--- src/hdl/pci_lite_config.svh ---
/*
 * Build-time sizes for the shared-bus system.
 * ADDR_W and DATA_W must stay equal because the data phase reuses the address lines.
 * WORD_W must cover MEM_WORDS and sit below ID_LSB in the address.
 */
`ifndef PCI_LITE_CONFIG_SVH
`define PCI_LITE_CONFIG_SVH

// number of peer devices on the bus
`define NUM_DEV 3

`define ADDR_W 32       // multiplexed address/data lines
`define DATA_W 32       // memory word and read data

// per-target memory
`define MEM_WORDS 16
`define WORD_W 4        // word index in address bits 3..0

// device id field in address bits 11..8
`define ID_LSB 8
`define ID_W 4          // ids NUM_DEV..15 have no target

`endif

--- src/hdl/pci_lite_pkg.sv ---
/*
 * Shared types for the bus system.
 * Widths come from pci_lite_config.svh.
 * CMD_READ is encoded as zero so an idle bus reads as a read command.
 */
`include "pci_lite_config.svh"

package pci_lite_pkg;

    // bus command on bus_cmd during the address phase
    typedef enum logic
    {
        CMD_READ  = 1'b0,
        CMD_WRITE = 1'b1
    } cmd_t;

    // initiator sequencing
    typedef enum logic [1:0]
    {
        ST_IDLE = 2'd0,     // waiting for a strobe
        ST_REQ  = 2'd1,     // requesting the bus
        ST_ADDR = 2'd2,     // address phase
        ST_DATA = 2'd3      // data phase
    } init_state_t;

    // device number as it sits in the address id field
    typedef logic [`ID_W-1:0] dev_id_t;

    // word select inside one target memory
    typedef logic [`WORD_W-1:0] word_idx_t;

endpackage

--- src/hdl/bus_arbiter.sv ---
/*
 * Fixed-priority arbiter and bus multiplexer. Highest device index wins.
 * grant is re-evaluated only on an idle bus and is kept while its owner still requests,
 * so a granted device never loses the bus before its address phase.
 * Target outputs are ORed and must be zero outside their own data phase.
 */
`timescale 1ns/1ps
`include "pci_lite_config.svh"

module bus_arbiter (
    input  logic                                 clk,
    input  logic                                 arst_n,
    input  logic [`NUM_DEV-1:0]                  bus_req,
    input  logic [`NUM_DEV-1:0]                  frame_i,
    input  logic [`NUM_DEV-1:0]                  irdy_i,
    input  pci_lite_pkg::cmd_t [`NUM_DEV-1:0]    cmd_i,
    input  logic [`NUM_DEV-1:0][`ADDR_W-1:0]     ad_i,
    input  logic [`NUM_DEV-1:0]                  devsel_t,
    input  logic [`NUM_DEV-1:0]                  trdy_t,
    input  logic [`NUM_DEV-1:0][`DATA_W-1:0]     rdata_t,
    output logic [`NUM_DEV-1:0]                  grant,
    output logic                                 bus_frame,
    output logic                                 bus_irdy,
    output pci_lite_pkg::cmd_t                   bus_cmd,
    output logic [`ADDR_W-1:0]                   bus_ad,
    output logic                                 bus_devsel,
    output logic                                 bus_trdy,
    output logic [`DATA_W-1:0]                   bus_rdata
);
    import pci_lite_pkg::*;

    logic [`NUM_DEV-1:0] next_grant;    // one-hot pick among requesters
    logic                bus_idle;
    logic                owner_req;     // current owner has not started yet

    assign bus_idle  = !bus_frame && !bus_irdy;
    assign owner_req = |(grant & bus_req);

    // scan upward so the highest requester overwrites the lower ones
    always_comb
    begin
        next_grant = '0;
        for (int i = 0; i < `NUM_DEV; i++)
        begin
            if (bus_req[i])
            begin
                next_grant    = '0;
                next_grant[i] = 1'b1;
            end
        end
    end

    always_ff @(posedge clk or negedge arst_n)
    begin
        if (!arst_n)
            grant <= '0;
        else if (bus_idle && !owner_req)
            grant <= next_grant;        // zero when nobody asks
    end

    // owner's lines onto the bus, zeros with no owner
    always_comb
    begin
        bus_frame = 1'b0;
        bus_irdy  = 1'b0;
        bus_cmd   = CMD_READ;
        bus_ad    = '0;
        for (int i = 0; i < `NUM_DEV; i++)
        begin
            if (grant[i])
            begin
                bus_frame = frame_i[i];
                bus_irdy  = irdy_i[i];
                bus_cmd   = cmd_i[i];
                bus_ad    = ad_i[i];
            end
        end
    end

    // target responses are wired-OR
    assign bus_devsel = |devsel_t;
    assign bus_trdy   = |trdy_t;

    always_comb
    begin
        bus_rdata = '0;
        for (int i = 0; i < `NUM_DEV; i++)
            bus_rdata = bus_rdata | rdata_t[i];
    end

endmodule

--- src/hdl/bus_initiator.sv ---
/*
 * Bus initiator for one device. req_valid is a one-cycle strobe taken only in ST_IDLE
 * and dropped otherwise. done pulses five clocks after the accepting edge on an idle bus.
 * done_err flags a master abort. rd_data is zero after a write or an abort.
 */
`timescale 1ns/1ps
`include "pci_lite_config.svh"

module bus_initiator (
    input  logic                  clk,
    input  logic                  arst_n,
    input  logic                  req_valid,
    input  logic                  req_write,
    input  logic [`ADDR_W-1:0]    req_addr,
    input  logic [`DATA_W-1:0]    req_wdata,
    input  logic                  grant,
    input  logic                  bus_devsel,
    input  logic [`DATA_W-1:0]    bus_rdata,
    output logic                  bus_req,
    output logic                  frame,
    output logic                  irdy,
    output pci_lite_pkg::cmd_t    cmd,
    output logic [`ADDR_W-1:0]    ad,
    output logic                  done,
    output logic                  done_err,
    output logic [`DATA_W-1:0]    rd_data
);
    import pci_lite_pkg::*;

    init_state_t         state;
    cmd_t                cmd_q;     // latched on the strobe
    logic [`ADDR_W-1:0]  addr_q;
    logic [`DATA_W-1:0]  wdata_q;
    logic                accept;

    assign accept = (state == ST_IDLE) && req_valid;    // busy strobes fall through

    always_ff @(posedge clk or negedge arst_n)
    begin
        if (!arst_n)
        begin
            state    <= ST_IDLE;
            bus_req  <= 1'b0;
            done     <= 1'b0;
            done_err <= 1'b0;
        end
        else
        begin
            done     <= 1'b0;                           // single-cycle pulse
            done_err <= 1'b0;
            bus_req  <= (state == ST_REQ) && !grant;    // low again once granted
            case (state)
                ST_IDLE:
                    if (accept)
                        state <= ST_REQ;
                ST_REQ:
                    if (grant)
                        state <= ST_ADDR;
                ST_ADDR:
                    state <= ST_DATA;
                ST_DATA:
                begin
                    state    <= ST_IDLE;
                    done     <= 1'b1;
                    done_err <= !bus_devsel;            // nobody claimed it
                end
                default:
                    state <= ST_IDLE;
            endcase
        end
    end

    // command payload and returned data
    always_ff @(posedge clk)
    begin
        if (accept)
        begin
            cmd_q   <= req_write ? CMD_WRITE : CMD_READ;
            addr_q  <= req_addr;
            wdata_q <= req_wdata;
        end
        if (state == ST_DATA)
            rd_data <= (cmd_q == CMD_READ && bus_devsel) ? bus_rdata : '0;
    end

    assign frame = (state == ST_ADDR);
    assign irdy  = (state == ST_DATA);
    assign cmd   = cmd_q;

    // address first then write data on the same lines
    always_comb
    begin
        ad = '0;
        if (state == ST_ADDR)
            ad = addr_q;
        else if (state == ST_DATA && cmd_q == CMD_WRITE)
            ad = wdata_q;
    end

endmodule

--- src/hdl/bus_target.sv ---
/*
 * Bus target with a reset-cleared word memory. Claims addresses whose id field
 * equals DEV_ID and always answers in the cycle after the address phase.
 * Address bits between the word index and the id field are ignored.
 */
`timescale 1ns/1ps
`include "pci_lite_config.svh"

module bus_target #(
    parameter pci_lite_pkg::dev_id_t DEV_ID = '0
) (
    input  logic                  clk,
    input  logic                  arst_n,
    input  logic                  bus_frame,
    input  logic                  bus_irdy,
    input  pci_lite_pkg::cmd_t    bus_cmd,
    input  logic [`ADDR_W-1:0]    bus_ad,
    output logic                  devsel,
    output logic                  trdy,
    output logic [`DATA_W-1:0]    rdata
);
    import pci_lite_pkg::*;

    logic [`DATA_W-1:0] mem [`MEM_WORDS];
    logic               addr_phase;
    logic               id_match;
    word_idx_t          addr_idx;
    logic               hit_q;      // high only in our data phase
    logic               write_q;
    word_idx_t          idx_q;
    logic [`DATA_W-1:0] word_q;     // read ahead during address phase

    assign addr_phase = bus_frame && !bus_irdy;
    assign addr_idx   = bus_ad[`WORD_W-1:0];
    assign id_match   = (bus_ad[`ID_LSB +: `ID_W] == DEV_ID);

    always_ff @(posedge clk or negedge arst_n)
    begin
        if (!arst_n)
        begin
            hit_q <= 1'b0;
            for (int w = 0; w < `MEM_WORDS; w++)
                mem[w] <= '0;
        end
        else
        begin
            hit_q <= addr_phase && id_match;
            if (hit_q && write_q && bus_irdy)
                mem[idx_q] <= bus_ad;   // write data rides on ad
        end
    end

    // decode payload
    always_ff @(posedge clk)
    begin
        if (addr_phase)
        begin
            write_q <= (bus_cmd == CMD_WRITE);
            idx_q   <= addr_idx;
            word_q  <= mem[addr_idx];
        end
    end

    assign devsel = hit_q;
    assign trdy   = hit_q && bus_irdy;                  // ready as soon as irdy shows
    assign rdata  = (hit_q && !write_q) ? word_q : '0;  // quiet unless reading

endmodule

--- src/hdl/pci_lite_top.sv ---
/*
 * Shared-bus system top. One initiator and one target per device plus the arbiter.
 * Target i answers addresses whose id field is i.
 * All per-device ports are packed arrays indexed by device number.
 */
`timescale 1ns/1ps
`include "pci_lite_config.svh"

module pci_lite_top (
    input  logic                               clk,
    input  logic                               arst_n,
    input  logic [`NUM_DEV-1:0]                req_valid,
    input  logic [`NUM_DEV-1:0]                req_write,
    input  logic [`NUM_DEV-1:0][`ADDR_W-1:0]   req_addr,
    input  logic [`NUM_DEV-1:0][`DATA_W-1:0]   req_wdata,
    output logic [`NUM_DEV-1:0]                done,
    output logic [`NUM_DEV-1:0]                done_err,
    output logic [`NUM_DEV-1:0][`DATA_W-1:0]   rd_data
);
    import pci_lite_pkg::*;

    // initiator side
    logic [`NUM_DEV-1:0]               bus_req;
    logic [`NUM_DEV-1:0]               frame;
    logic [`NUM_DEV-1:0]               irdy;
    cmd_t [`NUM_DEV-1:0]               cmd;
    logic [`NUM_DEV-1:0][`ADDR_W-1:0]  ad;
    logic [`NUM_DEV-1:0]               grant;

    // target side
    logic [`NUM_DEV-1:0]               devsel;
    logic [`NUM_DEV-1:0]               trdy;
    logic [`NUM_DEV-1:0][`DATA_W-1:0]  rdata;

    // shared bus
    logic                              bus_frame;
    logic                              bus_irdy;
    cmd_t                              bus_cmd;
    logic [`ADDR_W-1:0]                bus_ad;
    logic                              bus_devsel;
    logic                              bus_trdy;
    logic [`DATA_W-1:0]                bus_rdata;

    bus_arbiter u_arb (
        .clk        (clk),
        .arst_n     (arst_n),
        .bus_req    (bus_req),
        .frame_i    (frame),
        .irdy_i     (irdy),
        .cmd_i      (cmd),
        .ad_i       (ad),
        .devsel_t   (devsel),
        .trdy_t     (trdy),
        .rdata_t    (rdata),
        .grant      (grant),
        .bus_frame  (bus_frame),
        .bus_irdy   (bus_irdy),
        .bus_cmd    (bus_cmd),
        .bus_ad     (bus_ad),
        .bus_devsel (bus_devsel),
        .bus_trdy   (bus_trdy),
        .bus_rdata  (bus_rdata)
    );

    for (genvar g = 0; g < `NUM_DEV; g++)
    begin : g_dev
        bus_initiator u_init (
            .clk        (clk),
            .arst_n     (arst_n),
            .req_valid  (req_valid[g]),
            .req_write  (req_write[g]),
            .req_addr   (req_addr[g]),
            .req_wdata  (req_wdata[g]),
            .grant      (grant[g]),
            .bus_devsel (bus_devsel),
            .bus_rdata  (bus_rdata),
            .bus_req    (bus_req[g]),
            .frame      (frame[g]),
            .irdy       (irdy[g]),
            .cmd        (cmd[g]),
            .ad         (ad[g]),
            .done       (done[g]),
            .done_err   (done_err[g]),
            .rd_data    (rd_data[g])
        );

        bus_target #(.DEV_ID(dev_id_t'(g))) u_tgt (    // id equals slot number
            .clk       (clk),
            .arst_n    (arst_n),
            .bus_frame (bus_frame),
            .bus_irdy  (bus_irdy),
            .bus_cmd   (bus_cmd),
            .bus_ad    (bus_ad),
            .devsel    (devsel[g]),
            .trdy      (trdy[g]),
            .rdata     (rdata[g])
        );
    end

endmodule

--- config.mk ---
export PLATFORM = sky130hd
export DESIGN_NAME = pci_lite_top
export DESIGN_NICKNAME = d
export VERILOG_FILES = /design/src/hdl/pci_lite_pkg.sv /design/src/hdl/bus_arbiter.sv /design/src/hdl/bus_initiator.sv /design/src/hdl/bus_target.sv /design/src/hdl/pci_lite_top.sv
export VERILOG_INCLUDE_DIRS = /design/src /design/src/hdl
export SDC_FILE = /design/constraint.sdc
export NUM_CORES = 2
export LEC_CHECK = 0
export BUFFER_PORTS_ARGS = -buffer_cell sky130_fd_sc_hd__buf_2
export CELL_PAD_IN_SITES_DETAIL_PLACEMENT = 0
export CELL_PAD_IN_SITES_GLOBAL_PLACEMENT = 1
export CORE_MARGIN = 4
export CORE_UTILIZATION = 44
export DETAILED_ROUTE_END_ITERATION = 16
export PLACE_DENSITY = 0.87
export SLEW_MARGIN = 20
export SYNTH_ARGS = -nofsm -noshare
export SYNTH_HDL_FRONTEND = slang
export SYNTH_SLANG_ARGS = --single-unit
export TNS_END_PERCENT = 50
--- constraint.sdc ---
create_clock -name clk -period 7.1 [get_ports clk]
set_input_delay 1.42 -clock clk [delete_from_list [all_inputs] [get_ports clk]]
set_output_delay 1.42 -clock clk [all_outputs]
set_load 0.02 [all_outputs]
==> impl_metrics.tcl <==
set metrics [dict create \
    status "finished, final reports clean" \
    tns_ns 0 \
    die_area_um2 192000 \
    ys_types 44 \
    worst_setup_path_start_kind "flip-flop" \
    async_flop_share_pct 79.9 \
    cts_resized 0 \
    criticalPathCategory "reg2reg" \
    die_w_um 438 \
    ys_seq_elements 1949 \
    grt_pass1_vias 60100 \
    path_max_fanout 93 \
    cts_inserted_buffers 199 \
    via_per_inst 5.82 \
    min_period_ns 4.90 \
    syn_to_final_growth_pct 12.8 \
    finalWirelength_um 237000 \
    grt_pass1_wl_um 364000 \
    overflow 0 \
    die_h_um 438 \
    setup_slack_ns 2.20 \
    max_freq_ghz 0.204 \
    grt_max_degree 192 \
    syn_area_um2 81400 \
    cts-htree-levels 4 \
    clk_pin_slew_ns 0.06 \
    required_ns 7.67 \
    pre_cts_slack_ns 2.07 \
    cts_sinks 1949 \
    wl_per_cell_um 22.7 \
    hold_class "reg2reg" \
    drv_slew 0 \
    core_area_um2 183000 \
    drive_above_1_share_pct 10.5 \
    fin_nets 8000 \
    drv_cap 0 \
    place.gp.congestion 0.803 \
    rsz0062_at_grt "no" \
    power_density_nw_per_um2 341 \
    cts_buffer_depth 3 \
    ir_worst_vdd_uv 336 \
    postCtsSetupRepairBufs 0 \
    synth-edff-count 392 \
    synth_flop_cell "dfrtp_1" \
    arrival_ns 5.48 \
    io_pins 302 \
    setup_viol 0 \
    endpoint_kind "flip-flop" \
    multi_input_area_um2 28300 \
    max-slew-margin-rel_pct 22.8 \
    start_util_pct 44.4 \
    ys_seq_area_share_pct 62.3 \
    yosysWarnings 0 \
    met2_usage_pct 39.1 \
    drc 0 \
    grt.total_usage_pct 24.4 \
    fin_skew_ns 0.0596 \
    io_buffers 301 \
    num_vias 60600 \
    gr-max-usage-layer "met2" \
    fin_crit_sh_pct 69.1 \
    layout_commonest_cell "nand2_1" \
    clk_latency_ns 0.86 \
    drt_first_pass_iters 6 \
    drt_iter0_drc 6224 \
    root_buffer "clkbuf_16" \
    num_rows 157 \
    syn_nets 8134 \
    cts_hold_buffers 0 \
    syn_area_per_cell_um2 10.3 \
    fillCellCount 16300 \
    dp_hpwl_um 129000 \
    postSynthCellCount 7919 \
    ant_nets 0 \
    worst_pin_slew_ns 1.16 \
    use_met3_pct 4.45 \
    seq_area_um2 50700 \
    grt_util_met1_pct 33.7 \
    p_leak_nw 37.2 \
    grt_antenna_before_repair 14 \
    hold_violations 0 \
    cts_tree "done" \
    final_cell_mix "nand2_1, dfrtp_1, o21ai_0, a21oi_1, edfxtp_1" \
]
[flip-flops by register name, summed over array words and instances, names as in the netlist, 4 cells and up]
name and count:
g_dev.u_init.addr_q 96, g_dev.u_init.rd_data 96, g_dev.u_init.state 6, g_dev.u_init.wdata_q 96
g_dev.u_tgt.idx_q 4, g_dev.u_tgt.mem 1536, g_dev.u_tgt.word_q 96
[worst max-delay path, cell delays in order (launching register included)]
cell	delay, ns
dfrtp_1	0.39
ha_2	0.18
buf_4	0.49
and3b_1	0.25
buf_4	0.31
a221o_1	0.32
o31ai_4	0.23
inv_8	0.60
buf_4	0.79
mux2i_1	0.27
a221oi_1	0.11
or4_1	0.57
[cells by family (layout without fill, tap and decap cells)]
logic type               after synthesis  in the layout  share of synthesized area [%]
flip-flops                          1949           1949                           62.3
AO/OA/AOI/OAI                       2515           2515                           17.9
adder cells (fa/ha/maj)               15             15                          0.230
AND/OR/NAND/NOR                     2274           2274                           11.1
other                                  0              5                              0
buffers and inverters                780            818                           3.72
multiplexers                         386            386                           4.75
[synthesized netlist by cell type, drive strengths merged, types with 2 or more instances]
library cell	instances	area [µm²]
clkbuf	675	2530
o311ai	2	17.5
a22o	58	508
edfxtp	392	11800
ha	15	188
a221oi	382	3360
nand2b	6	37.5
inv	15	56.3
dfrtp	1557	39000
a31oi	3	18.8
a22oi	3	22.5
o21ai	1586	7940
or4	96	721
and2	9	56.3
nor3b	2	15.0
nand2	2003	7520
a221o	56	561
a21oi	420	2100
nor3	8	40.0
nor2	111	417
or2	3	18.8
nor2b	8	50.1
nand4b	4	35.0
nand3	14	70.1
mux2	3	33.8
mux2i	383	3830
and3	3	18.8
buf	90	440
and3b	2	17.5
[metrics by stage]
step	total power [mW]	hold slack [ns]	area, µm²	utilization, %	std cells
finish	31.3	0.476	91800	50.1	10400
global route	32.5	0.492	91800	50.0	10400
CTS	31.4	0.482	91800	50.0	10400
detailed placement	20.7	0.469	85000	46.3	10000
global placement	20.6	0.460	85000	46.3	10000
floorplan	17.7	0.449	81400	-	7919
[final cells by class]
cell class              count  share of cell area, %
inverters                  15                 0.0777
clock buffers             301                   6.37
repair buffers            430                   3.09
flip-flops and latches   1949                   55.2
clock inverters            72                   1.05
multi-input cells        5190                   30.8
diodes                      5                 0.0136
well taps                2464                   3.36
[layer usage]
metal | part of all wire, % | vias up
li1 | - | 27600
met1 | 43 | 30000
met2 | 46 | 2561
met3 | 8.0 | 484
met4 | 3.4 | 6
met5 | 0.017 | -
[power breakdown]
part           leakage (nW)  total (mW)  internal (mW)  switching, mW
registers              25.4        13.0           12.5          0.488
logic                  8.55        7.61           1.80           5.80
clock network          3.31        10.7           6.16           4.53
total                  37.2        31.3           20.5           10.8
[path summary, 6_finish.rpt]
kind	from	endpoint	slack, ns	cells past startpoint
max in group asynchronous	arst_n	g_dev[0].u_tgt.mem[336]	4.78	3
max reg2reg	g_dev[2].u_init.state[0]	g_dev[0].u_tgt.word_q[29]	2.20	11
min reg2reg	g_dev[0].u_tgt.mem[275]	g_dev[0].u_tgt.mem[275]	0.48	2
min in group asynchronous	arst_n	g_dev[2].u_tgt.mem[208]	0.57	1
max	g_dev[2].u_init.state[0]	g_dev[0].u_tgt.word_q[29]	2.20	11
min	g_dev[0].u_tgt.mem[275]	g_dev[0].u_tgt.mem[275]	0.48	2
(Power assumes the default switching activity.)
